## src/soc_settings.svh

```systemverilog
`ifndef SOC_SETTINGS_SVH
`define SOC_SETTINGS_SVH

// region number sits in address bits 31..28
`define SOC_REGION_RAM    4'd0
`define SOC_REGION_TIMER  4'd1
`define SOC_REGION_GPIO   4'd2

`define SOC_RAM_WORDS     1024          // 4 KiB, word addressed by bits 11..2

`define SOC_GPIO_WIDTH    16            // pins per direction

// read value for any region without a slave
`define SOC_UNMAPPED_DATA 32'hdead_beef

`endif

```

## src/soc_pkg.sv

```systemverilog
package soc_pkg;

    typedef logic [31:0] addr_t;    // byte address
    typedef logic [31:0] word_t;
    typedef logic [3:0]  be_t;      // one bit per byte lane
    typedef logic [3:0]  region_t;  // address[31:28]

    // data bus sequencer, only RAM reads leave idle
    typedef enum logic [1:0] {
        idle,
        ram_wait,
        done
    } bus_state_t;

endpackage

```

## src/bus_if.sv

```systemverilog
`timescale 1ns/100ps

interface bus_if import soc_pkg::*; ();

    addr_t address;
    word_t wdata;
    be_t   be;
    logic  read;        // level strobe, held while stall
    logic  write;
    word_t rdata;       // valid in the cycle stall is low
    logic  stall;

    modport master (
        output address, wdata, be, read, write,
        input  rdata, stall
    );

    modport slave (
        input  address, wdata, be, read, write,
        output rdata, stall
    );

endinterface

```

## src/timer_controller.sv

```systemverilog
`timescale 1ns/100ps

module timer_controller import soc_pkg::*; (
    input  logic clk,
    input  logic rst_n,
    bus_if.slave bus,
    output logic irq
);

    word_t count;
    word_t compare;
    logic  enable;
    logic  irq_status;
    logic  hit;
    logic  wr_count;
    logic  wr_compare;
    logic  wr_control;

    assign wr_count   = bus.write & (bus.address[3:2] == 2'd0);
    assign wr_compare = bus.write & (bus.address[3:2] == 2'd1);
    assign wr_control = bus.write & (bus.address[3:2] == 2'd2);
    assign hit        = enable & (count == compare);

    always_ff @(posedge clk or negedge rst_n) begin
        if (!rst_n) begin
            count      <= '0;
            compare    <= '0;
            enable     <= 1'b0;
            irq_status <= 1'b0;
        end else begin
            if (wr_count) begin
                count <= bus.wdata;
            end else if (enable) begin
                count <= count + 1'b1;
            end
            if (wr_compare) begin
                compare <= bus.wdata;
            end
            if (wr_control) begin
                enable <= bus.wdata[0];
            end
            // sticky, write 1 to bit1 to clear
            irq_status <= (irq_status & ~(wr_control & bus.wdata[1])) | hit;
        end
    end

    always_comb begin
        case (bus.address[3:2])
            2'd0:    bus.rdata = count;
            2'd1:    bus.rdata = compare;
            2'd2:    bus.rdata = {30'b0, irq_status, enable};
            default: bus.rdata = '0;
        endcase
    end

    assign bus.stall = 1'b0;
    assign irq       = irq_status;

endmodule

```

## src/flat_wrapper.sv

```systemverilog
// flat-port wrapper written by rule: the top's interface ports become plain ports
module timer_controller_flat import soc_pkg::*;
  (clk, rst_n, irq, bus_address, bus_wdata, bus_be, bus_read, bus_write, bus_rdata, bus_stall);
  bus_if bus_i ();
  input  logic clk;
  input  logic rst_n;
  output logic irq;
  input wire logic [$bits(bus_i.address)-1:0] bus_address;
  input wire logic [$bits(bus_i.wdata)-1:0] bus_wdata;
  input wire logic [$bits(bus_i.be)-1:0] bus_be;
  input wire logic [$bits(bus_i.read)-1:0] bus_read;
  input wire logic [$bits(bus_i.write)-1:0] bus_write;
  output wire logic [$bits(bus_i.rdata)-1:0] bus_rdata;
  output wire logic [$bits(bus_i.stall)-1:0] bus_stall;
  assign bus_i.address = bus_address;
  assign bus_i.wdata = bus_wdata;
  assign bus_i.be = bus_be;
  assign bus_i.read = bus_read;
  assign bus_i.write = bus_write;
  assign bus_rdata = bus_i.rdata;
  assign bus_stall = bus_i.stall;
  timer_controller u_core (.clk(clk), .rst_n(rst_n), .bus(bus_i), .irq(irq));
endmodule
```

## config.mk

```make
export PLATFORM = sky130hd
export DESIGN_NAME = timer_controller_flat
export DESIGN_NICKNAME = d
export VERILOG_FILES = /design/src/soc_settings.svh /design/src/soc_pkg.sv /design/src/bus_if.sv /design/src/timer_controller.sv /design/src/flat_wrapper.sv
export SDC_FILE = /design/constraint.sdc
export NUM_CORES = 1
export LEC_CHECK = 0
export ABC_CLOCK_PERIOD_IN_PS = 2250
export BUFFER_PORTS_ARGS = -buffer_cell sky130_fd_sc_hd__buf_2
export CORE_ASPECT_RATIO = 2
export CORE_UTILIZATION = 38
export DETAILED_ROUTE_END_ITERATION = 10
export GPL_ROUTABILITY_DRIVEN = 0
export GPL_TIMING_DRIVEN = 0
export PLACE_DENSITY_LB_ADDON = 0.25
export RECOVER_POWER = 50
export SETUP_SLACK_MARGIN = 0.4
export SLEW_MARGIN = 20
export SYNTH_ARGS = -nofsm -noshare
export SYNTH_HDL_FRONTEND = slang
export SYNTH_SLANG_ARGS = --single-unit
```

## constraint.sdc

```tcl
create_clock -name clk -period 2.25 [get_ports clk]
set_clock_uncertainty 0.2 [all_clocks]
set_input_delay 0.1125 -clock clk [delete_from_list [all_inputs] [get_ports clk]]
set_output_delay 0.1125 -clock clk [all_outputs]
set_load 0.01 [all_outputs]
```

==> results.cfg, run 1 <==
[power_and_ir_drop]
peakVddDrop_v = 0.0004501
power.density_nw_per_um2 = 811.7
power_mw = 4.763
p_leak_nw = 2.552

[cts]
cts-buffers-inserted = 9
clock_sinks = 66
clk_pin_slew_ns = 0.05
clock-root-buffer = clkbuf_16
cts_buffer_depth = 2
cts_tree = done
insertion_delay_ns = 0.33
h-tree-depth = 3

[die]
die-area_um2 = 11070
die_height_um = 147.8
std_cell_rows = 52
die_w_um = 74.90
boundaryPins = 106
core_um2 = 10210
initial_utilization_pct = 39.54

[setup_path]
r2r_cells = 5
crit_path_max_fanout = 6
worstPathCellList = buf_6 > nand4_4 > or4_4 > or4b_4 > a31oi_4
endpoint = u_core.count[27]
timing.rr.start = u_core.count[5]
timing.rr.end = u_core.count[27]
criticalPathCategory = flop to flop
crit_arrival_ns = 2.26
rrSetupSlack_ns = 0.05
startpoint = u_core.count[5]
critical_path.max_stage_delay_ns = 0.63
cp-start-kind = flop
cpMaxStageDelayCell = or4_4
end_kind = flop
critical_path_required_ns = 2.31

[sta]
post-route-period-util_pct = 97.73
report.final.hold_viol_count = 0
worst_pin_slew_ns = 1.058
fin_setup_tns_ns = 0
setup_viol = 0
rsz0062_at_grt = true
fin_ws_ns = 0.05098
finalCriticalPeriod_ns = 2.199
max-slew-margin-rel_pct = 29.45
drv_slew = 0
fmax_ghz = 0.4547

[synthesis]
ys_types = 39
avgSynthCellArea_um2 = 9.571
syn_area_um2 = 4039
synth_area_leader_cell = dfrtp_1
synth_commonest_cells = 66 x dfrtp_1, 51 x nor2_1, 36 x xor2_1, 33 x mux2i_1, 32 x mux2_2
ys_top_cells_by_area = dfrtp_1 41%, mux2_2 8.9%, mux2i_1 8.2%
async_flop_share_pct = 100.0
yosysSeqAreaShare_pct = 40.89
post-synth-top-count-cell = dfrtp_1
synth-edff-count = 0
ys_warn_count = 0
synth_seq_cells = 66
synthCells = 422
netlist.area_leader.share_pct = 40.89
synth_flop_cell = dfrtp_1
syn_nets = 495

[finish]
antenna_cells = 0
utilization_pct = 57.45
nNetsFinal = 648
area_delta_synth_final_pct = 45.29
final_cells = 711
layout-drive-gt1-share_pct = 38.19

[status]
status = finished clean

[worst_hold_path]
hp-class = input port to flop
hold_path.startpoint = bus_write

[placed_design]
pre_cts_ws_ns = -0.1977
hpwl_um = 9375
port_buffers = 67
dp.cells = 625

[global_routing]
track_usage_pct = 26.13
grt_max_degree = 42
grt_pass1_vias = 3985
grt_pass1_wl_um = 20960
grt_overflow_total = 0
antenna_found_initial = 0

[route]
vias = 3894
post_drt_via_cell_ratio = 5.477
drc = 0
drt_wl_total_um = 13710
drt_iter0_drc = 215
drtPass1Iterations = 4
ant_nets = 0
post_drt_wl_per_cell_um = 19.28

[run]
drv_cap = 0
[stage by stage]
| stage | hold WS (ns) | instance area, µm² |
|---|---|---|
| floorplan | -0.3831 | 4075 |
| global placement | 0.1342 | 4579 |
| detailed placement | -0.1428 | 4602 |
| CTS | 0.01920 | 5660 |
| global route | 0.03671 | 5868 |
| finish | 0.01770 | 5868 |
[sequential cells by signal (all words and copies together) (netlist names)]
register / count
u_core.compare: 32
u_core.enable: 1
u_core.irq: 1
u_core.count: 32
[critical path: cells and delay by family (launching register included)]
family | cells | cell delay (ns)
simple gates | 3 | 1.26
flops | 1 | 0.34
compound gates | 1 | 0.19
buf+inv | 1 | 0.12
[power by group]
part | switching, mW | internal (mW)
clock | 0.490 | 0.810
sequential | 0.288 | 1.44
combinational | 0.888 | 0.843
total | 1.67 | 3.10
[per-layer routing]
| metal | GRT usage (%) | part of all wire (%) | vias up |
|---|---|---|---|
| met5 | 0 | 0 | - |
| met2 | 46.13 | 55 | 123 |
| met4 | 18.21 | 7.2 | 0 |
| met3 | 4.976 | 3.9 | 52 |
| met1 | 26.22 | 34 | 1888 |
| li1 | - | - | 1831 |
[logic make-up (layout without fill, tap and decap cells)]
| group | count (synthesis) | count (layout) | share of synthesized area, % |
|---|---|---|---|
| simple gates | 150 | 150 | 19.42 |
| flops | 66 | 66 | 40.89 |
| mux | 65 | 65 | 17.10 |
| compound gates | 58 | 58 | 9.046 |
| xor+xnor | 42 | 42 | 9.108 |
| buf+inv | 39 | 193 | 4.027 |
| fa+ha+maj | 1 | 1 | 0.3097 |
| other cells | 1 | 1 | 0.09285 |
[area by class of cell]
cell class	count	area (µm²)
Buffer	31	207.7
Clock buffer	12	266.5
Fill cell	945	4347
Inverter	8	30.03
Multi-Input combinational cell	317	2509
Sequential cell	66	1668
Tap cell	135	168.9
Timing Repair Buffer	142	1018
[how the worst min path moves through the flow]
stage	end	slack, ns	cells after the start
2_1_floorplan	u_core.compare[0]	-0.38	0
3_3_place_gp	u_core.count[3]	0.13	3
3_5_place_dp	u_core.count[18]	-0.14	1
4_1_cts	u_core.enable	0.02	3
5_1_grt	u_core.enable	0.04	3
6_report	u_core.enable	0.02	3
[what timing repair did]
action | CTS | global route
endpoints found under the setup margin | 61 | 45
setup buffers | 33 | 8
hold buffers | 33 | 0
pin swaps | 29 | 25
endpoints found under the hold margin | 132 | 0
resized for setup | 59 | 44
[placed cells by master, fill, tap and decap left out, types with 4 or more instances in the layout]
cell           netlist  routed
o21ai_1              0       4
or4b_4               0       5
clkbuf_8             0       4
mux2i_1             33      33
or4_1                8       6
dlygate4sd3_1        0      33
nand3_1             11       8
o31ai_1              9       7
inv_1                8       8
dfrtp_1             66      53
xnor2_1              6       5
clkbuf_16            0       9
a31oi_1             21      18
nand2_1             29      27
dfrtp_2              0      13
buf_4                2      31
or3_1                7       5
buf_2                6      64
o21ai_0             21      17
xor2_1              36      34
nand4_1              7       7
buf_6                0      16
clkbuf_1            20      19
nor2_1              51      51
nor4_1              10       4
clkbuf_2             1       5
mux2_2              32      32
Power figures use the tool's default switching activity.
==> run 2, diff against run 1 <==
==> constraint.sdc (replaced) <==
create_clock -name clk -period 2.25 [get_ports clk]
set_clock_uncertainty 0.2 [all_clocks]
set_input_delay 0.45 -clock clk [delete_from_list [all_inputs] [get_ports clk]]
set_output_delay 0.45 -clock clk [all_outputs]
set_load 0.01 [all_outputs]
==> run 2 against run 1 <==
  * Sequential power hardly changed
  * Die area unchanged
  * Via count grew 3.9%
  * Highest routed layer unchanged
==> results.cfg, run 2 (synthesized netlist as in run 1, its figures left out) <==
[die]
die-area_um2 = 11070
std_cell_rows = 52
core_um2 = 10210
initial_utilization_pct = 39.54
boundaryPins = 106
die_w_um = 74.90
die_height_um = 147.8

[route]
drt_iter0_drc = 314
routed.top_layer = met4
wl_met3_um = 725
drt_wl_total_um = 14700
wl_met1_um = 5028
vias = 4046
ant_nets = 0
post_drt_wl_per_cell_um = 20.47
drc = 0
drtPass1Iterations = 5
post_drt_via_cell_ratio = 5.635
wl_met2_um = 7916

[worst_hold_path]
whs_endpoint = u_core.count[6]
hold_path.startpoint = bus_wdata[6]
hp-class = input port to flop
min_path_cells = 3

[placed_design]
hpwl_um = 9387
dp.cells = 625
postPlaceCellArea_um2 = 4631
port_buffers = 67
pre_cts_ws_ns = -0.1950

[sta]
worst_pin_slew_ns = 1.279
finalCriticalPeriod_ns = 2.203
fin_ws_ns = 0.04735
fmax_ghz = 0.4540
post-route-period-util_pct = 97.90
setup_viol = 0
drv_slew = 0
max-slew-margin-rel_pct = 14.73
rsz0062_at_grt = true
fin_setup_tns_ns = 0
report.final.hold_viol_count = 0

[cts]
cts-buffers-inserted = 9
cts_tree = done
clock_sinks = 66
clk_pin_slew_ns = 0.05
insertion_delay_ns = 0.34
cts_buffer_depth = 2
clock-root-buffer = clkbuf_16
h-tree-depth = 3

[setup_path]
crit_arrival_ns = 2.25
cpMaxStageDelayCell = or4_4
critical_path.max_stage_delay_ns = 0.64
worstPathCellList = buf_6 > nand4_4 > or4_4 > or4b_1 > a31oi_1
r2r_cells = 5
critical_path_required_ns = 2.30
crit_path_max_fanout = 7
rrSetupSlack_ns = 0.05
end_kind = flop
timing.rr.end = u_core.count[29]
cp.buffers_inverters = 1
criticalPathCategory = flop to flop
critPathTopFamily = simple AND/OR/NAND/NOR gates
cp-start-kind = flop
timing.rr.start = u_core.count[6]
cp.depth = 5

[global_routing]
grt_pass1_vias = 4081
grt_overflow_total = 0
antenna_found_initial = 0
grt_pass1_wl_um = 22130
grt_max_degree = 47
track_usage_pct = 27.36

[finish]
nNetsFinal = 651
postLayoutCellArea_um2 = 6153
layout-drive-gt1-share_pct = 47.17
fillers = 863
final_cells = 718
area_delta_synth_final_pct = 52.35
seqCellArea_um2 = 1673
reg_top3 = u_core.compare (32), u_core.count (32)
antenna_cells = 0
final_common_cell = buf_2
multi_input_area_um2 = 2541
final_cell_mix = 67 x buf_2, 51 x nor2_1, 49 x dfrtp_1, 42 x buf_4, 37 x buf_6

[power_and_ir_drop]
p_leak_nw = 2.749
power_mw = 5.155
power.density_nw_per_um2 = 837.8
peakVddDrop_v = 0.0005885

[status]
status = finished clean

[run]
drv_cap = 0
-- run 2: changes by cell type in the layout (fill, tap and decap cells not counted), moves of 4 or more --
| cell | before | now |
|---|---|---|
| dlygate4sd3_1 | 33 | 1 |
| buf_6 | 16 | 37 |
| buf_4 | 31 | 42 |
| clkbuf_1 | 19 | 10 |
| clkbuf_16 | 9 | 14 |
| dfrtp_1 | 53 | 49 |
| dfrtp_2 | 13 | 17 |
-- run 2: metrics by stage --
| step | hold WS, ns | utilization, % |
|---|---|---|
| 4_1_cts | 0.1286 | 56.76 |
| 6_report | 0.1364 | 60.24 |
| 3_3_place_gp | 0.3090 | 45.04 |
| 3_5_place_dp | 0.1616 | 45.33 |
| 2_1_floorplan | -0.04559 | - |
| 5_1_grt | 0.1515 | 60.24 |
-- run 2: routing by layer --
| metal | vias up | global-route usage (%) |
|---|---|---|
| li1 | 1836 | - |
| met4 | 0 | 18.96 |
| met2 | 176 | 46.76 |
| met5 | - | 0 |
| met1 | 1961 | 28.13 |
| met3 | 73 | 6.544 |
-- run 2: how the worst max path moves through the flow --
stage | from | to | slack (ns)
2_1_floorplan | u_core.enable | u_core.count[19] | 0.25
3_3_place_gp | u_core.count[18] | u_core.count[27] | -0.24
3_5_place_dp | u_core.count[18] | u_core.count[27] | -0.20
4_1_cts | u_core.enable | u_core.count[29] | 0.08
5_1_grt | u_core.count[15] | u_core.count[27] | -0.05
6_report | u_core.count[6] | u_core.count[29] | 0.05
-- run 2: final cells by class --
cell class | count | share of cell area [%]
tap | 135 | 2.745
clock buffer | 14 | 4.453
multi-input combinational | 317 | 41.30
inverter | 8 | 0.4880
sequential | 66 | 27.19
timing repair buffer | 145 | 18.14
clock inverter | 2 | 0.1627
buffer | 31 | 5.531
-- run 2: what timing repair did --
action	in CTS	in global routing
setup buffers	48	24
cloned	4	0
setup endpoints to repair	55	53
hold endpoints to repair	20	0
pin swaps	34	27
resized for setup	98	57
hold buffers	1	0
-- run 2: power by group --
| part | switching (mW) | internal (mW) |
|---|---|---|
| logic | 1.01 | 1.08 |
| registers | 0.278 | 1.45 |
| clock network | 0.514 | 0.833 |
| total | 1.80 | 3.36 |
-- run 2: worst register-to-register path, cell delays in order (launching register included) --
cell and delay (ns):
dfrtp_1 0.35, buf_6 0.13, nand4_4 0.09, or4_4 0.64
or4b_1 0.54, a31oi_1 0.17
