### config.mk
export PLATFORM = sky130hd
export DESIGN_NAME = gpio_controller_flat
export DESIGN_NICKNAME = d
export VERILOG_FILES = /design/src/soc_pkg.sv /design/src/bus_if.sv /design/src/gpio_controller.sv /design/src/flat_wrapper.sv
export VERILOG_INCLUDE_DIRS = /design/src
export SDC_FILE = /design/constraint.sdc
export NUM_CORES = 1
export LEC_CHECK = 0
export ABC_AREA = 1
export BUFFER_PORTS_ARGS = -buffer_cell sky130_fd_sc_hd__clkbuf_2
export CAP_MARGIN = 10
export CORE_UTILIZATION = 36
export CTS_CLUSTER_DIAMETER = 30
export DETAILED_ROUTE_END_ITERATION = 12
export PLACE_DENSITY_LB_ADDON = 0.2
export SLEW_MARGIN = 40
export SYNTH_ARGS = -nofsm -noshare
export SYNTH_HDL_FRONTEND = slang
export SYNTH_SLANG_ARGS = --single-unit
### constraint.sdc
create_clock -name clk -period 0.8 [get_ports clk]
set_input_delay 0.04 -clock clk [delete_from_list [all_inputs] [get_ports clk]]
set_output_delay 0.04 -clock clk [all_outputs]
set_load 0.01 [all_outputs]
### src/soc_settings.svh
`ifndef SOC_SETTINGS_SVH
`define SOC_SETTINGS_SVH

// region number sits in address bits 31..28
`define SOC_REGION_RAM    4'd0
`define SOC_REGION_TIMER  4'd1
`define SOC_REGION_GPIO   4'd2

`define SOC_RAM_WORDS     1024          // 4 KiB, word addressed by bits 11..2

`define SOC_GPIO_WIDTH    16            // pins per direction

// read value for any region without a slave
`define SOC_UNMAPPED_DATA 32'hdead_beef

`endif

### src/soc_pkg.sv
package soc_pkg;

    typedef logic [31:0] addr_t;    // byte address
    typedef logic [31:0] word_t;
    typedef logic [3:0]  be_t;      // one bit per byte lane
    typedef logic [3:0]  region_t;  // address[31:28]

    // data bus sequencer, only RAM reads leave idle
    typedef enum logic [1:0] {
        idle,
        ram_wait,
        done
    } bus_state_t;

endpackage

### src/bus_if.sv
`timescale 1ns/100ps

interface bus_if import soc_pkg::*; ();

    addr_t address;
    word_t wdata;
    be_t   be;
    logic  read;        // level strobe, held while stall
    logic  write;
    word_t rdata;       // valid in the cycle stall is low
    logic  stall;

    modport master (
        output address, wdata, be, read, write,
        input  rdata, stall
    );

    modport slave (
        input  address, wdata, be, read, write,
        output rdata, stall
    );

endinterface

### src/gpio_controller.sv
`timescale 1ns/100ps
`include "soc_settings.svh"

module gpio_controller import soc_pkg::*; (
    input  logic                       clk,
    input  logic                       rst_n,
    bus_if.slave                       bus,
    output logic [`SOC_GPIO_WIDTH-1:0] pins_out,
    input  logic [`SOC_GPIO_WIDTH-1:0] pins_in
);

    logic [`SOC_GPIO_WIDTH-1:0] sync_1;
    logic [`SOC_GPIO_WIDTH-1:0] sync_2;

    always_ff @(posedge clk or negedge rst_n) begin
        if (!rst_n) begin
            pins_out <= '0;
            sync_1   <= '0;
            sync_2   <= '0;
        end else begin
            sync_1 <= pins_in;          // async pins
            sync_2 <= sync_1;
            if (bus.write && !bus.address[2]) begin
                for (int i = 0; i < `SOC_GPIO_WIDTH / 8; i++) begin
                    if (bus.be[i]) begin
                        pins_out[i*8 +: 8] <= bus.wdata[i*8 +: 8];
                    end
                end
            end
        end
    end

    // 0x0 output register, 0x4 synchronized inputs
    assign bus.rdata = bus.address[2] ? word_t'(sync_2) : word_t'(pins_out);
    assign bus.stall = 1'b0;

endmodule

### src/flat_wrapper.sv
// flat-port wrapper written by rule: the top's interface ports become plain ports
module gpio_controller_flat import soc_pkg::*;
  (clk, rst_n, pins_out, pins_in, bus_address, bus_wdata, bus_be, bus_read, bus_write, bus_rdata, bus_stall);
  bus_if bus_i ();
  input  logic clk;
  input  logic rst_n;
  output logic [`SOC_GPIO_WIDTH-1:0] pins_out;
  input  logic [`SOC_GPIO_WIDTH-1:0] pins_in;
  input wire logic [$bits(bus_i.address)-1:0] bus_address;
  input wire logic [$bits(bus_i.wdata)-1:0] bus_wdata;
  input wire logic [$bits(bus_i.be)-1:0] bus_be;
  input wire logic [$bits(bus_i.read)-1:0] bus_read;
  input wire logic [$bits(bus_i.write)-1:0] bus_write;
  output wire logic [$bits(bus_i.rdata)-1:0] bus_rdata;
  output wire logic [$bits(bus_i.stall)-1:0] bus_stall;
  assign bus_i.address = bus_address;
  assign bus_i.wdata = bus_wdata;
  assign bus_i.be = bus_be;
  assign bus_i.read = bus_read;
  assign bus_i.write = bus_write;
  assign bus_rdata = bus_i.rdata;
  assign bus_stall = bus_i.stall;
  gpio_controller u_core (.clk(clk), .rst_n(rst_n), .bus(bus_i), .pins_out(pins_out), .pins_in(pins_in));
endmodule
==> results of run 1 <==
-- cell usage after synthesis, drive strengths merged --
master	n	share of area, %
nand3	2	1.9
conb	1	0.20
nand4	16	5.3
inv	1	0.86
dfrtp	48	64
nand2	80	16
buf	26	12
-- worst paths after layout --
kind,startpoint,end,slack (ps),depth (start not counted)
hold reg to reg,u_core.sync_1[2],u_core.sync_2[2],340,0
hold / removal,bus_wdata[2],u_core.pins_out[2],3,3
max in group asynchronous,rst_n,u_core.sync_2[4],320,3
setup reg to reg,u_core.pins_out[7],u_core.pins_out[7],50,3
min in group asynchronous,rst_n,u_core.sync_1[11],270,3
setup / recovery,u_core.pins_out[8],bus_rdata[8],-210,3
-- power groups by stage --
stage	combinational, mW	sequential [mW]	clock [mW]
final	1.11	2.76	1.66
after global routing	1.23	2.79	1.81
after CTS	1.00	2.77	1.74
after detailed placement	0.864	2.81	0
after global placement	0.853	2.81	0
after floorplan	0.455	2.85	0
-- cells by family (layout without fill, tap and decap cells) --
logic type    after synthesis  count (layout)  share of synthesized area [%]
simple gates               98              98                           23.1
flops                      48              48                           63.8
buf+inv                    27             122                           12.9
other cells                 1              17                          0.199
-- metal layers --
metal,vias up,global-route usage (%),share of wire [%]
li1,737,-,-
met1,683,18.6,43
met2,50,24.8,51
met3,9,2.98,3.5
met4,0,5.87,2.4
met5,-,0,0
-- cell type report --
class,count,area share [%]
Tap cell,67,3.10
Sequential cell,48,44.5
Clock inverter,2,1.30
Multi-Input combinational cell,115,18.5
Timing Repair Buffer,113,29.4
Inverter,1,0.602
Clock buffer,6,2.69
-- tightest hold or removal path, cell delays in order --
cell and delay [ps]:
clkbuf_2 80, nand4_1 80, nand2_1 50
-- state kept, by name, indices dropped and copies added, names as in the netlist --
register and cells:
u_core.pins_out 16, u_core.sync_1 16, u_core.sync_2 16
-- repair_timing --
item                                    4_1_cts  5_1_grt
buffers inserted                              2        5
gates resized for setup                       0       15
endpoints found under the setup margin       32       32
hold buffers                                 29        0
endpoints found under the hold margin        76        0
pin swaps                                    10        5
==> reports/qor.csv, run 1 <==
stage,metric,value,unit
power_and_ir_drop,leakage,1.47,nW
layout,syn_to_final_growth,43.5,%
place,dpl_worst_slack,17.9,ps
timing,timing.final.crit_share,126,%
setup_path,worst-setup-path-type,flip-flop to output port,
power_and_ir_drop,power_switching,1.43,mW
setup_path,max_stage_delay,420,ps
synthesis,synth_area,1880,um^2
routing,firstDrtPassIters,4,
setup_path,crit_fanout,3,
hold_path,hold_path_class,primary input to flip-flop,
power_and_ir_drop,power.density,2050,nW/um^2
layout,diodes,0,
grt,grt_use_total,14.7,%
cts,clk_pin_slew_worst_paths,90,ps
place,hpwl,2.71,mm
setup_path,worst_ep_required_time,760,ps
synthesis,yosysWarnings,0,
power_and_ir_drop,ir_drop,0.00125,V
layout,multi_input_area,499,um^2
power_and_ir_drop,p_int,4.11,mW
setup_path,crit_slowest_cell,dfrtp_1,
synthesis,syn_avg_cell_area,10.8,um^2
cts,numClockSinks,48,
cts,cts_tree,done,
layout,final_core_util,55.4,%
floorplan,die_y,74.3,um
timing,finalSetupViolCount,32,
power_and_ir_drop,totalPowerFinal,5.54,mW
cts,cts_buffer_depth,2,
routing,via_per_inst,4.20,
grt,grt_start_max_net_pins,49,
synthesis,synth_cell_types,10,
layout,fillCellCount,471,
floorplan,start_util,38.6,%
layout,final_cell_mix,"nand2_1 (80), clkbuf_2 (60), dfrtp_1 (48)",
setup_path,cpLargestDelayFamily,flip-flops,
routing,ant_nets,0,
power_and_ir_drop,combPwrFrac,20.0,%
setup_path,cp_cell_sequence,nand2_1 > nand2_1 > buf_2,
job,maxCapViolations,0,
timing,finClkSkew,7.50,ps
cts,root_buffer,clkbuf_8,
timing,fin_crit,1010,ps
run_status,status,finished with violations,
cts,clk_latency,290,ps
routing,vias,1479,
timing,clock.fmax,993,MHz
floorplan,core_area,4880,um^2
floorplan,die_x,74.3,um
grt,overflow,0,
timing,rsz0062_at_grt,yes,
setup_path,critPathArrivalTime,970,ps
grt,antenna_found_initial,0,
routing,first_iter_violations,53,
grt,grt_first_pass_wirelength,5.98,mm
power_and_ir_drop,pwr-share-seq,49.9,%
place,place_area,2220,um^2
layout,layout_commonest_cell,nand2_1,
power_and_ir_drop,switching_share,25.8,%
layout,seq_area,1200,um^2
layout,drive_gt1_share,33.0,%
floorplan,die_area,5520,um^2
routing,routedWlPerCell,11.5,um
timing,fin_tns_setup,-4190,ps
routing,routed_wl,4.03,mm
grt,grt_pass1_vias,1291,
floorplan,rows,25,
setup_path,cp-start-kind,flip-flop,
synthesis,ys_ff_latch,48,
place,io_buffers,69,
timing,timing.hold.ws,2.83,ps
timing,final.setup.worst_slack,-207,ps
synthesis,netlist_instances,174,
setup_path,cp_common_cell,nand2_1,
synthesis,synth-seq-area-share,63.8,%
place,dpl.cell_count,308,
cts,numCtsBuffers,5,
setup_path,end_kind,output port,
layout,layoutNonFillerInstCount,352,
layout,fin_nets,372,
place,place.gp.congestion,0.841,
timing,final_max_slew_viol_count,0,
run_status,violations,setup timing,
timing,final-hold-violation-count,0,
power_and_ir_drop,clockPowerShare,30.1,%
floorplan,io-pin-count,137,
cts,htree_levels,2,
routing,route.detailed.drc,0,
setup_path,cp_num_buf_inv,1,
layout,design_area,2700,um^2
Note: power is estimated with default switching activity, not from simulation.
==> run 2: changes to the inputs <==
--- a/config.mk
+++ b/config.mk
@@ -6,13 +6,13 @@
 export SDC_FILE = /design/constraint.sdc
 export NUM_CORES = 1
 export LEC_CHECK = 0
-export ABC_AREA = 1
 export BUFFER_PORTS_ARGS = -buffer_cell sky130_fd_sc_hd__clkbuf_2
 export CAP_MARGIN = 10
-export CORE_UTILIZATION = 36
+export CORE_UTILIZATION = 35
 export CTS_CLUSTER_DIAMETER = 30
 export DETAILED_ROUTE_END_ITERATION = 12
 export PLACE_DENSITY_LB_ADDON = 0.2
+export REMOVE_ABC_BUFFERS = 1
 export SLEW_MARGIN = 40
 export SYNTH_ARGS = -nofsm -noshare
 export SYNTH_HDL_FRONTEND = slang
==> run 2 against run 1 <==
  * The flow still finishes with violations (setup timing)
  * Clock skew down 6.3 ps
  * Cell count fell by 17%
  * Final area increased by 10%
  * Sequential power hardly changed
  * First-iteration DRC count rose by 1.9%
  * Synthesized area is 7.0% lower
  * Synthesized cell count shrank 41%
  * Non-clock buffer count is 7 higher
  * Critical path depth decreased by 1
  * Register-to-register slack got worse by 160 ps
  * Utilization increased by 7.1 points
  * Worst hold slack better by 97 ps
  * Critical path type unchanged
  * Critical endpoint is now bus_rdata[15]
==> reports/qor.csv, run 2 <==
stage,metric,value,unit,change
setup_path,crit_fanout,2,,-1
setup_path,cp-start-kind,flip-flop,,
routing,routedWlPerCell,13.0,um,+14%
setup_path,r2r_end,u_core.pins_out[14],,
synthesis,syn_avg_cell_area,17.2,um^2,+59%
routing,route.detailed.drc,0,,unchanged
power_and_ir_drop,p_int,5.02,mW,+22%
timing,finClkSkew,1.21,ps,-6.29 ps
grt,grt_use_total,14.8,%,+0.13 points
run_status,status,finished with violations,,
place,hpwl,2.45,mm,-9.6%
layout,final_core_util,62.5,%,+7.1 points
floorplan,die_area,5290,um^2,-4.2%
setup_path,crit_start,u_core.pins_out[15],,
cts,clk_pin_slew_worst_paths,80,ps,about the same
layout,syn_to_final_growth,69.6,%,
timing,timing.final.crit_share,142,%,+16 points
power_and_ir_drop,power_switching,1.49,mW,+4.4%
synthesis,synthTopCellsByCount,"dfrtp_1 (48), mux2_2 (32), buf_4 (18)",,
setup_path,worst_ep_required_time,760,ps,about the same
setup_path,worst-setup-path-type,flip-flop to output port,,
floorplan,io-pin-count,137,,unchanged
routing,via_per_inst,4.13,,-1.6%
routing,firstDrtPassIters,4,,unchanged
cts,numClockSinks,48,,unchanged
synthesis,netlist_instances,102,,-41%
timing,final_max_slew_viol_count,0,,unchanged
job,maxCapViolations,0,,unchanged
place,io_buffers,69,,unchanged
synthesis,yosysWarnings,0,,unchanged
synthesis,synth_area,1750,um^2,-7.0%
synthesis,yosys.area.top_type,dfrtp_1,,
timing,fin_crit,1140,ps,+132 ps
grt,antenna_found_initial,0,,unchanged
synthesis,synth_top_area_share,68.6,%,+4.8 points
synthesis,synthTopCellsByArea,"dfrtp_1 (69%), mux2_2 (21%), buf_4 (7.7%)",,
grt,grt_start_max_net_pins,25,,-49%
routing,routed_wl,3.82,mm,-5.3%
synthesis,synth_edf_count,0,,unchanged
grt,overflow,0,,unchanged
power_and_ir_drop,combPwrFrac,26.7,%,+6.7 points
cts,numCtsBuffers,5,,unchanged
synthesis,synth-seq-area-share,68.6,%,+4.8 points
setup_path,end_kind,output port,,
floorplan,die_x,72.7,um,-2.1%
power_and_ir_drop,ir_drop,0.00128,V,+2.2%
synthesis,yosysMostFrequentCell,dfrtp_1,,
routing,first_iter_violations,54,,+1.9%
layout,fin_nets,314,,-16%
layout,final_cell_mix,"dfrtp_1 (48), clkbuf_2 (46), buf_6 (34)",,
layout,top_regs,"u_core.pins_out x16, u_core.sync_1 x16, u_core.sync_2 x16",,
cts,root_buffer,clkbuf_8,,
layout,fillCellCount,385,,-18%
setup_path,crit_end,bus_rdata[15],,
floorplan,start_util,36.8,%,-1.7 points
setup_path,r2r_setup_slack,-110,ps,-160 ps
cts,cts_tree,done,,
power_and_ir_drop,totalPowerFinal,6.51,mW,+18%
timing,final.setup.worst_slack,-339,ps,-132 ps
routing,vias,1211,,-18%
setup_path,critPathArrivalTime,1100,ps,+130 ps
layout,drive_gt1_share,56.6,%,+24 points
floorplan,core_area,4750,um^2,-2.6%
setup_path,reg2reg_from,u_core.pins_out[14],,
floorplan,die_y,72.7,um,-2.1%
routing,ant_nets,0,,unchanged
power_and_ir_drop,leakage,1.51,nW,+3.3%
layout,diodes,0,,unchanged
floorplan,rows,25,,unchanged
grt,grt_pass1_vias,1290,,-0.077%
power_and_ir_drop,switching_share,22.9,%,-2.9 points
timing,finalSetupViolCount,45,,+41%
cts,cts_buffer_depth,2,,unchanged
layout,layout_commonest_cell,dfrtp_1,,
cts,htree_levels,2,,unchanged
place,place.gp.congestion,0.668,,-21%
synthesis,ys_ff_latch,48,,unchanged
synthesis,async_reset_ff_share,100,%,unchanged
timing,final-hold-violation-count,0,,unchanged
cts,clk_latency,290,ps,about the same
run_status,violations,setup timing,,
timing,clock.fmax,878,MHz,-12%
grt,grt_first_pass_wirelength,5.79,mm,-3.2%
synthesis,synth-main-ff-cell,dfrtp_1,,
setup_path,r2r_cells,2,,-1
power_and_ir_drop,power.density,2190,nW/um^2,+7.0%
power_and_ir_drop,pwr-share-seq,42.9,%,-7.0 points
hold_path,hold_path_class,primary input to async pin,,
synthesis,synth_cell_types,6,,-4
timing,rsz0062_at_grt,yes,,
power_and_ir_drop,clockPowerShare,30.4,%,+0.3 points
run 2: layer usage:
metal / routed length, um / up-vias / global-route usage [%]
met2: 2170 / 52 / 27.4
met1: 1460 / 600 / 16.7
met5: 0 / - / 0
li1: - / 554 / -
met3: 161 / 5 / 3.73
met4: 29 / 0 / 4.58
run 2: layout make-up:
| type | instances | area, um^2 | share of cell area (%) |
|---|---|---|---|
| repair buffers | 120 | 1020 | 34.3 |
| multi-input cells | 51 | 539 | 18.1 |
| well taps | 67 | 83.8 | 2.82 |
| clock buffers | 5 | 68.8 | 2.32 |
| clock inverters | 2 | 60.1 | 2.02 |
| flip-flops and latches | 48 | 1200 | 40.4 |
run 2: cell families after synthesis:
| group | synth area share, % |
|---|---|
| flops | 68.6 |
| mux | 20.6 |
| buf+inv | 8.36 |
| simple gates | 2.29 |
| other cells | 0.214 |
run 2: what timing repair did:
action                     4_1_cts  5_1_grt
setup endpoints to repair       32       45
resized for setup               18       63
gates cloned                     0        0
buffers inserted                13        6
hold endpoints to repair        80        0
hold buffers                    33        0
run 2: power by group through the flow:
stage	combinational (mW)	clock (mW)	sequential (mW)
global placement	0.942	0	2.82
CTS	1.40	2.06	2.78
global route	1.86	2.10	2.82
finish	1.74	1.98	2.79
floorplan	0.387	0	2.89
detailed placement	0.952	0	2.84
run 2: worst max-delay path: stages (launching register included):
cell and delay (ps):
dfrtp_1 400, mux2_4 280, buf_6 120
run 2: worst min path at each step:
stage                     slack (ps)  cells after the start  startpoint             endpoint
final                            100                      2       rst_n  u_core.pins_out[15]
after global routing              90                      2       rst_n    u_core.sync_2[15]
after CTS                        100                      2       rst_n    u_core.sync_2[15]
after detailed placement        -120                      1       rst_n    u_core.sync_2[15]
after global placement          -130                      1       rst_n    u_core.sync_2[15]
after floorplan                 -260                      0       rst_n   u_core.pins_out[0]
run 2: metrics by stage:
stage               area [um^2]  setup slack (ps)  setup TNS [ps]  instances  hold slack (ps)
detailed placement         2160             -86.6           -2040        240             -125
global placement           2160             -66.1           -1670        240             -126
finish                     2970              -339           -8410        293             99.5
floorplan                  1670              18.8               0         99             -256
global route               2970              -372           -9830        293             94.9
CTS                        2780              -336           -8840        293             98.2
