==> config.mk <==
export PLATFORM = sky130hd
export DESIGN_NAME = data_bus_flat
export DESIGN_NICKNAME = d
export VERILOG_FILES = /design/src/soc_pkg.sv /design/src/bus_if.sv /design/src/data_bus.sv /design/src/flat_wrapper.sv
export VERILOG_INCLUDE_DIRS = /design/src
export SDC_FILE = /design/constraint.sdc
export NUM_CORES = 1
export LEC_CHECK = 0
export BUFFER_PORTS_ARGS = -buffer_cell sky130_fd_sc_hd__buf_2
export CORE_AREA = 3 3 162 164
export CTS_CLUSTER_DIAMETER = 40
export CTS_CLUSTER_SIZE = 14
export DETAILED_ROUTE_END_ITERATION = 8
export DIE_AREA = 0 0 165 167
export SLEW_MARGIN = 20
export SYNTH_ARGS = -nofsm -noshare
export SYNTH_HDL_FRONTEND = slang
export SYNTH_SLANG_ARGS = --single-unit
==> constraint.sdc <==
create_clock -name clk -period 3.56 [get_ports clk]
set_clock_uncertainty 0.2 [all_clocks]
set_input_delay 1.068 -clock clk [delete_from_list [all_inputs] [get_ports clk]]
set_output_delay 1.068 -clock clk [all_outputs]
set_load 0.01 [all_outputs]
==> src/soc_settings.svh <==
`ifndef SOC_SETTINGS_SVH
`define SOC_SETTINGS_SVH

// region number sits in address bits 31..28
`define SOC_REGION_RAM    4'd0
`define SOC_REGION_TIMER  4'd1
`define SOC_REGION_GPIO   4'd2

`define SOC_RAM_WORDS     1024          // 4 KiB, word addressed by bits 11..2

`define SOC_GPIO_WIDTH    16            // pins per direction

// read value for any region without a slave
`define SOC_UNMAPPED_DATA 32'hdead_beef

`endif

==> src/soc_pkg.sv <==
package soc_pkg;

    typedef logic [31:0] addr_t;    // byte address
    typedef logic [31:0] word_t;
    typedef logic [3:0]  be_t;      // one bit per byte lane
    typedef logic [3:0]  region_t;  // address[31:28]

    // data bus sequencer, only RAM reads leave idle
    typedef enum logic [1:0] {
        idle,
        ram_wait,
        done
    } bus_state_t;

endpackage

==> src/bus_if.sv <==
`timescale 1ns/100ps

interface bus_if import soc_pkg::*; ();

    addr_t address;
    word_t wdata;
    be_t   be;
    logic  read;        // level strobe, held while stall
    logic  write;
    word_t rdata;       // valid in the cycle stall is low
    logic  stall;

    modport master (
        output address, wdata, be, read, write,
        input  rdata, stall
    );

    modport slave (
        input  address, wdata, be, read, write,
        output rdata, stall
    );

endinterface

==> src/data_bus.sv <==
`timescale 1ns/100ps
`include "soc_settings.svh"

module data_bus import soc_pkg::*; (
    input  logic  clk,
    input  logic  rst_n,
    bus_if.slave  cpu,
    bus_if.master ram_bus,
    bus_if.master timer_bus,
    bus_if.master gpio_bus,
    output logic  bus_error
);

    region_t    region;
    logic       sel_ram;
    logic       sel_timer;
    logic       sel_gpio;
    logic       request;
    logic       ram_read;
    logic       wait_stall;
    logic       slave_stall;
    bus_state_t state;
    bus_state_t state_next;

    assign region    = cpu.address[31:28];
    assign sel_ram   = (region == `SOC_REGION_RAM);
    assign sel_timer = (region == `SOC_REGION_TIMER);
    assign sel_gpio  = (region == `SOC_REGION_GPIO);
    assign request   = cpu.read | cpu.write;
    assign ram_read  = sel_ram & cpu.read;

    assign ram_bus.address   = cpu.address;
    assign ram_bus.wdata     = cpu.wdata;
    assign ram_bus.be        = cpu.be;
    assign ram_bus.read      = cpu.read & sel_ram;
    assign ram_bus.write     = cpu.write & sel_ram;

    assign timer_bus.address = cpu.address;
    assign timer_bus.wdata   = cpu.wdata;
    assign timer_bus.be      = cpu.be;
    assign timer_bus.read    = cpu.read & sel_timer;
    assign timer_bus.write   = cpu.write & sel_timer;

    assign gpio_bus.address  = cpu.address;
    assign gpio_bus.wdata    = cpu.wdata;
    assign gpio_bus.be       = cpu.be;
    assign gpio_bus.read     = cpu.read & sel_gpio;
    assign gpio_bus.write    = cpu.write & sel_gpio;

    // one wait state for the registered RAM read port
    always_comb begin
        state_next = state;
        wait_stall = 1'b0;
        case (state)
            idle, done: begin       // done may already see the next request
                if (ram_read) begin
                    wait_stall = 1'b1;
                    state_next = ram_wait;
                end else begin
                    state_next = idle;
                end
            end
            ram_wait: state_next = done;    // ram rdata valid, stall drops
            default:  state_next = idle;
        endcase
    end

    always_ff @(posedge clk or negedge rst_n) begin
        if (!rst_n) begin
            state <= idle;
        end else begin
            state <= state_next;
        end
    end

    always_comb begin
        slave_stall = 1'b0;
        cpu.rdata   = `SOC_UNMAPPED_DATA;
        if (sel_ram) begin
            slave_stall = ram_bus.stall;
            cpu.rdata   = ram_bus.rdata;
        end else if (sel_timer) begin
            slave_stall = timer_bus.stall;
            cpu.rdata   = timer_bus.rdata;
        end else if (sel_gpio) begin
            slave_stall = gpio_bus.stall;
            cpu.rdata   = gpio_bus.rdata;
        end
    end

    assign cpu.stall = request & (wait_stall | slave_stall);
    assign bus_error = request & ~(sel_ram | sel_timer | sel_gpio);   // write dropped

endmodule

==> src/flat_wrapper.sv <==
// flat-port wrapper written by rule: the top's interface ports become plain ports
module data_bus_flat import soc_pkg::*;
  (clk, rst_n, bus_error, cpu_address, cpu_wdata, cpu_be, cpu_read, cpu_write, cpu_rdata, cpu_stall, ram_bus_address, ram_bus_wdata, ram_bus_be, ram_bus_read, ram_bus_write, ram_bus_rdata, ram_bus_stall, timer_bus_address, timer_bus_wdata, timer_bus_be, timer_bus_read, timer_bus_write, timer_bus_rdata, timer_bus_stall, gpio_bus_address, gpio_bus_wdata, gpio_bus_be, gpio_bus_read, gpio_bus_write, gpio_bus_rdata, gpio_bus_stall);
  bus_if cpu_i ();
  bus_if ram_bus_i ();
  bus_if timer_bus_i ();
  bus_if gpio_bus_i ();
  input  logic clk;
  input  logic rst_n;
  output logic bus_error;
  input wire logic [$bits(cpu_i.address)-1:0] cpu_address;
  input wire logic [$bits(cpu_i.wdata)-1:0] cpu_wdata;
  input wire logic [$bits(cpu_i.be)-1:0] cpu_be;
  input wire logic [$bits(cpu_i.read)-1:0] cpu_read;
  input wire logic [$bits(cpu_i.write)-1:0] cpu_write;
  output wire logic [$bits(cpu_i.rdata)-1:0] cpu_rdata;
  output wire logic [$bits(cpu_i.stall)-1:0] cpu_stall;
  output wire logic [$bits(ram_bus_i.address)-1:0] ram_bus_address;
  output wire logic [$bits(ram_bus_i.wdata)-1:0] ram_bus_wdata;
  output wire logic [$bits(ram_bus_i.be)-1:0] ram_bus_be;
  output wire logic [$bits(ram_bus_i.read)-1:0] ram_bus_read;
  output wire logic [$bits(ram_bus_i.write)-1:0] ram_bus_write;
  input wire logic [$bits(ram_bus_i.rdata)-1:0] ram_bus_rdata;
  input wire logic [$bits(ram_bus_i.stall)-1:0] ram_bus_stall;
  output wire logic [$bits(timer_bus_i.address)-1:0] timer_bus_address;
  output wire logic [$bits(timer_bus_i.wdata)-1:0] timer_bus_wdata;
  output wire logic [$bits(timer_bus_i.be)-1:0] timer_bus_be;
  output wire logic [$bits(timer_bus_i.read)-1:0] timer_bus_read;
  output wire logic [$bits(timer_bus_i.write)-1:0] timer_bus_write;
  input wire logic [$bits(timer_bus_i.rdata)-1:0] timer_bus_rdata;
  input wire logic [$bits(timer_bus_i.stall)-1:0] timer_bus_stall;
  output wire logic [$bits(gpio_bus_i.address)-1:0] gpio_bus_address;
  output wire logic [$bits(gpio_bus_i.wdata)-1:0] gpio_bus_wdata;
  output wire logic [$bits(gpio_bus_i.be)-1:0] gpio_bus_be;
  output wire logic [$bits(gpio_bus_i.read)-1:0] gpio_bus_read;
  output wire logic [$bits(gpio_bus_i.write)-1:0] gpio_bus_write;
  input wire logic [$bits(gpio_bus_i.rdata)-1:0] gpio_bus_rdata;
  input wire logic [$bits(gpio_bus_i.stall)-1:0] gpio_bus_stall;
  assign cpu_i.address = cpu_address;
  assign cpu_i.wdata = cpu_wdata;
  assign cpu_i.be = cpu_be;
  assign cpu_i.read = cpu_read;
  assign cpu_i.write = cpu_write;
  assign cpu_rdata = cpu_i.rdata;
  assign cpu_stall = cpu_i.stall;
  assign ram_bus_address = ram_bus_i.address;
  assign ram_bus_wdata = ram_bus_i.wdata;
  assign ram_bus_be = ram_bus_i.be;
  assign ram_bus_read = ram_bus_i.read;
  assign ram_bus_write = ram_bus_i.write;
  assign ram_bus_i.rdata = ram_bus_rdata;
  assign ram_bus_i.stall = ram_bus_stall;
  assign timer_bus_address = timer_bus_i.address;
  assign timer_bus_wdata = timer_bus_i.wdata;
  assign timer_bus_be = timer_bus_i.be;
  assign timer_bus_read = timer_bus_i.read;
  assign timer_bus_write = timer_bus_i.write;
  assign timer_bus_i.rdata = timer_bus_rdata;
  assign timer_bus_i.stall = timer_bus_stall;
  assign gpio_bus_address = gpio_bus_i.address;
  assign gpio_bus_wdata = gpio_bus_i.wdata;
  assign gpio_bus_be = gpio_bus_i.be;
  assign gpio_bus_read = gpio_bus_i.read;
  assign gpio_bus_write = gpio_bus_i.write;
  assign gpio_bus_i.rdata = gpio_bus_rdata;
  assign gpio_bus_i.stall = gpio_bus_stall;
  data_bus u_core (.clk(clk), .rst_n(rst_n), .cpu(cpu_i), .ram_bus(ram_bus_i), .timer_bus(timer_bus_i), .gpio_bus(gpio_bus_i), .bus_error(bus_error));
endmodule
==> results of run 1 <==
[kinds of logic (layout without fill, tap and decap cells)]
logic type	Yosys count	count (layout)	share of synthesized area [%]
AO/OA/AOI/OAI	34	34	15.36
buffers and inverters	226	184	69.38
AND/OR/NAND/NOR	70	70	14.22
flip-flops	1	1	1.042
[through the flow]
step	total power, mW	TNS (ns)	instances	instance area (um2)
2_1_floorplan	0.3044	0	331	2402
3_3_place_gp	0.1804	-4.496	615	2118
3_5_place_dp	0.1827	-4.079	615	2118
4_1_cts	0.1965	-1.504	618	2260
5_1_grt	0.2217	-2.203	619	2377
6_report	0.2035	-1.173	619	2377
[critical path, cell delays in order]
cell,delay [ns]
sky130_fd_sc_hd__buf_8,0.10
sky130_fd_sc_hd__or4_4,0.58
sky130_fd_sc_hd__buf_12,0.17
sky130_fd_sc_hd__buf_16,0.14
sky130_fd_sc_hd__o22ai_2,0.13
sky130_fd_sc_hd__nor2_1,0.06
sky130_fd_sc_hd__buf_2,0.14
[layout make-up]
type | instances | area, um2 | share of cell area (%)
tap | 330 | 412.9 | 17.37
inverter | 8 | 30.03 | 1.263
timing repair buffer | 176 | 1077 | 45.32
multi-input combinational | 104 | 832.0 | 35.00
sequential | 1 | 25.02 | 1.053
[cell usage after synthesis (all sizes together)]
cell type  count
nor4           1
dfrtp          1
or4            1
clkbuf         2
nand2b         1
and2           6
a21oi          1
a222oi         8
inv            8
nand3          3
nor2b          1
or4b           2
buf          216
nor2          50
and3b          2
o221ai         1
nor4b          2
nand2          1
o22ai         24
[worst paths after layout]
path / from / cells past startpoint / to
hold reg to reg: u_core.state[0]$_DFF_PN0_ / 1 / u_core.state[0]$_DFF_PN0_
setup reg to reg: u_core.state[0]$_DFF_PN0_ / 1 / u_core.state[0]$_DFF_PN0_
setup / recovery: cpu_address[29] / 7 / cpu_rdata[27]
max in group asynchronous: rst_n / 1 / u_core.state[0]$_DFF_PN0_
min in group asynchronous: rst_n / 1 / u_core.state[0]$_DFF_PN0_
hold / removal: u_core.state[0]$_DFF_PN0_ / 1 / u_core.state[0]$_DFF_PN0_
[metal layers]
| metal | share of wire (%) | wire length (um) | up-vias |
|---|---|---|---|
| met5 | 0.080 | 7 | - |
| met4 | 3.0 | 262 | 2 |
| met3 | 16 | 1390 | 33 |
| met2 | 48 | 4202 | 217 |
| met1 | 33 | 2913 | 767 |
| li1 | - | - | 788 |
[power by group]
group,internal (mW),switching [mW],leakage [nW],total [mW]
sequential,0.0118,0.000101,0.0139,0.0119
clock,0,0,0,0
combinational,0.0997,0.0919,1.07,0.192
total,0.111,0.0920,1.08,0.203
[what timing repair did]
action                     in CTS  in global routing
pin swaps                       1                  7
cloned                          2                  1
hold endpoints to repair        0                  0
setup endpoints to repair      32                 34
resized for setup              19                 21
buffers inserted                2                  1
==> flow_summary.yaml, run 1 <==
final_layout:
  layout.cells.most_common: "sky130_fd_sc_hd__buf_2"
  post_route_cells_drive_above_1_share_pct: 75.09
  top_register: "u_core.state"
  largest_reg_flops: 1
  diodes: 0
  final_nets: 462
  area_delta_synth_final_pct: -1.042
  layout_common_cells: "sky130_fd_sc_hd__buf_2, sky130_fd_sc_hd__nor2_1, sky130_fd_sc_hd__o22ai_2"
  largest_registers: "u_core.state (1)"
  final.fill_count: 2920
  postLayoutCoreUtil_pct: 9.495
global_route:
  global_routing_met3_resource_utilization_pct: 3.209
  grt.met1_usage_pct: 5.205
  grt_pass1_vias: 1762
  wire_length_of_the_first_global_routing_pass_mm: 10.87
  maximum_number_of_pins_on_one_net_before_global_route_repair: 25
  antenna_found_initial: 1
  globalRouteMet2Util_pct: 9.235
  global_route.peak_usage_layer: "met2"
  grt_remaining_overflow: 0
  global_route.usage.total_pct: 5.299
timing:
  setup_repair_after_global_routing_missed_its_margin: "yes"
  setup_viol_count_final: 20
  setup_ws_ns: -0.09515
  clock.fmax_mhz: 273.6
  slew-limit-headroom_pct: 78.94
  drv_slew: 0
  holdWs_ns: 0.2244
  final_hold_viol_count: 0
  min_period_ns: 3.655
  post-route-period-util_pct: 102.7
  tightestPinTransition_ns: 0.3160
logic_synthesis:
  yosys.area.top_type_share_pct: 63.75
  synth_top_cell_by_area: "sky130_fd_sc_hd__buf_4"
  synth-seq-cells: 1
  yosys_warnings: 0
  synth_cell_types: 22
  synthesis.area_mm2: 0.002402
  ys_seq_area_share_pct: 1.042
  leading_cell_types_by_total_area_after_synthesis: "sky130_fd_sc_hd__buf_4, sky130_fd_sc_hd__o22ai_2, sky130_fd_sc_hd__nor2_1, sky130_fd_sc_hd__a222oi_1, sky130_fd_sc_hd__buf_6"
  synth_nets: 502
  synthCells: 331
  post_synth.cell_area_avg_um2: 7.258
routing:
  final_antenna_net_count: 0
  drt_first_iter_violations: 63
  wl_mm: 8.777
  via_count_normalized_by_instance_count: 2.919
  drc: 0
  drt-pass1-iter-count: 4
  dr_total_vias: 1807
  post_drt_wl_per_cell_um: 14.18
power_and_ir_drop:
  cell_leakage_power_nw: 1.084
  ir_worst_vdd_uv: 27.06
  cellPowerDensity_mw_per_mm2: 85.60
clock_network:
  worst_setup_hold_path_clk_slew_ns: 0
  worst_skew_pair.late_latency_ns: 0
  post_cts_hold_buffer_count: 0
run_status:
  outcome: "complete, but fails checks"
  violations: "setup timing"
hold_path:
  min-delay-path-class: "register to register"
floorplanning:
  initial_utilization_pct: 9.595
  design.core.area_mm2: 0.02504
  die_height_um: 167
  die_area_mm2: 0.02756
  rows: 58
  ios: 415
  die-width_um: 165
worst_setup_path:
  arrival_ns: 2.39
  worst-endpoint-required_ns: 2.29
  crit_type: "input pin to output port"
  r2r_slack_ns: 2.83
  worst-path-max-fanout: 6
  cp-end-kind: "output port"
  start_kind: "input pin"
place:
  routabilityCongestion: 0.7048
  numPortBuffers: 158
  dpl_worst_slack_ns: -0.2541
  hpwlAfterDp_mm: 6.880
job:
  timing.max_cap.violations: 0
Power figures use the tool's default switching activity.
==> run 2: changes to the inputs <==
- BUFFER_PORTS_ARGS: -buffer_cell sky130_fd_sc_hd__buf_2 -> unset
- CORE_AREA: 3 3 162 164 -> 3 3 158 160
- DIE_AREA: 0 0 165 167 -> 0 0 161 163
- DONT_BUFFER_PORTS: unset -> 1
==> run 2 against run 1 <==
The run now ends clean. Sequential power hardly changed. Die area shrank 4.8%. Largest cell class is now multi-input combinational cells. Critical path type unchanged. Cell count fell by 28%.
==> flow_summary.yaml, run 2 (synthesis results as in run 1) <==
place:
  dpl.cell_count: 445
  numPortBuffers: 0
  placed_cell_area_mm2: 0.001306
  hpwlAfterDp_mm: 6.075
  routabilityCongestion: 0.6664
worst_setup_path:
  start_kind: "input pin"
  cp-end-kind: "output port"
  crit_type: "input pin to output port"
  worst-path-max-fanout: 24
  r2r_slack_ns: 2.82
  worst-endpoint-required_ns: 2.29
  arrival_ns: 2.20
final_layout:
  seq_area_um2: 25.02
  area_of_combinational_cells_with_multiple_inputs_um2: 723.2
  layout_common_cells: "sky130_fd_sc_hd__nor2_1, sky130_fd_sc_hd__o22ai_2, sky130_fd_sc_hd__buf_4"
  area_delta_synth_final_pct: -43.49
  postLayoutCellArea_mm2: 0.001358
  largest_registers: "u_core.state (1)"
  post_route_cells_drive_above_1_share_pct: 32.03
  final_nets: 301
  largest_reg_flops: 1
  top_register: "u_core.state"
  final_cell_count_no_fill: 447
  diodes: 0
  final.fill_count: 2823
  layout.cells.most_common: "sky130_fd_sc_hd__nor2_1"
power_and_ir_drop:
  net-switching-power_uw: 40.43
  seq_power_share_pct: 14.2
  p_int_uw: 43.14
  switching_part_of_the_total_power_pct: 48.38
  finalPower_uw: 83.57
  cell_leakage_power_nw: 0.4104
  ir_worst_vdd_uv: 14.87
  power.share.clock_pct: 0
  power.combinational.fraction_pct: 85.8
  cellPowerDensity_mw_per_mm2: 61.56
routing:
  drt_first_iter_violations: 74
  routedLengthMet1_mm: 2.221
  drt-pass1-iter-count: 5
  post_drt_wl_per_cell_um: 16.54
  drc: 0
  dr_total_vias: 1233
  wl_mm: 7.392
  routed_length_on_met2_mm: 3.399
  final_antenna_net_count: 0
  topRoutingLayerUsed: "met5"
  via_count_normalized_by_instance_count: 2.758
  dr_wl_met3_mm: 1.479
timing:
  post-route-period-util_pct: 97.47
  min_period_ns: 3.470
  slew-limit-headroom_pct: 76.29
  setup_repair_after_global_routing_missed_its_margin: "no"
  tightestPinTransition_ns: 0.3548
  final_hold_viol_count: 0
  clock.fmax_mhz: 288.2
  drv_slew: 0
  setup_total_negative_slack_ns: 0
  setup_viol_count_final: 0
global_route:
  global_route.usage.total_pct: 4.557
  maximum_number_of_pins_on_one_net_before_global_route_repair: 25
  grt_remaining_overflow: 0
  grt_pass1_vias: 1271
  wire_length_of_the_first_global_routing_pass_mm: 9.018
  antenna_found_initial: 0
floorplanning:
  die-width_um: 161
  die_area_mm2: 0.02624
  ios: 415
  design.core.area_mm2: 0.02354
  initial_utilization_pct: 10.20
  rows: 56
  die_height_um: 163
hold_path:
  min-delay-path-class: "register to register"
clock_network:
  worst_setup_hold_path_clk_slew_ns: 0
  post_cts_hold_buffer_count: 0
  worst_skew_pair.late_latency_ns: 0
run_status:
  outcome: "completed"
job:
  timing.max_cap.violations: 0
==> run 2: cell types whose count changed in the layout (fill, tap and decap cells not counted), sizes merged <==
cell  delta
buf    -161
==> run 2: area by class of cell <==
cell class / instances / area share [%]
inverter: 8 / 2.212
tap: 319 / 29.40
timing repair buffer: 15 / 13.27
sequential: 1 / 1.843
multi-input combinational: 104 / 53.27
==> run 2: layer usage <==
metal	global-route usage, %	vias up
met5	1.326	-
met4	1.525	2
met3	4.222	40
met2	7.399	233
met1	3.951	492
li1	-	466
==> run 2: stage by stage <==
stage | hold WS (ns) | util (%) | worst slack, ns
finish | 0.2312 | 5.766 | 0.08996
global route | 0.2565 | 5.766 | 0.02714
CTS | 0.2269 | 5.548 | 0.02057
detailed placement | 0.2268 | 5.548 | 0.02277
global placement | 0.2144 | 5.548 | 0.001890
floorplan | 0.2035 | - | 0.1019
==> run 2: final timing paths <==
kind | startpoint | to | cells after the start
setup / recovery | cpu_address[28] | cpu_rdata[31] | 5
hold / removal | u_core.state[0]$_DFF_PN0_ | u_core.state[0]$_DFF_PN0_ | 1
setup reg to reg | u_core.state[0]$_DFF_PN0_ | u_core.state[0]$_DFF_PN0_ | 1
hold reg to reg | u_core.state[0]$_DFF_PN0_ | u_core.state[0]$_DFF_PN0_ | 1
max in group asynchronous | rst_n | u_core.state[0]$_DFF_PN0_ | 0
min in group asynchronous | rst_n | u_core.state[0]$_DFF_PN0_ | 0
==> run 2: power by group through the flow <==
stage	clock, mW	sequential, mW	combinational [mW]
global placement	0	0.0118	0.0683
detailed placement	0	0.0119	0.0691
CTS	0	0.0119	0.0693
floorplan	0	0.0118	0.293
global route	0	0.0119	0.0777
finish	0	0.0119	0.0717
==> run 2: critical path, stage by stage <==
cell and delay (ns):
sky130_fd_sc_hd__or4b_1 0.56, sky130_fd_sc_hd__buf_12 0.19, sky130_fd_sc_hd__nor2_1 0.14, sky130_fd_sc_hd__nor2_1 0.07, sky130_fd_sc_hd__buf_4 0.15
==> run 2: what timing repair did <==
item,in CTS,in global routing
gates resized for setup,0,2
buffers inserted,0,1
endpoints found under the setup margin,0,1
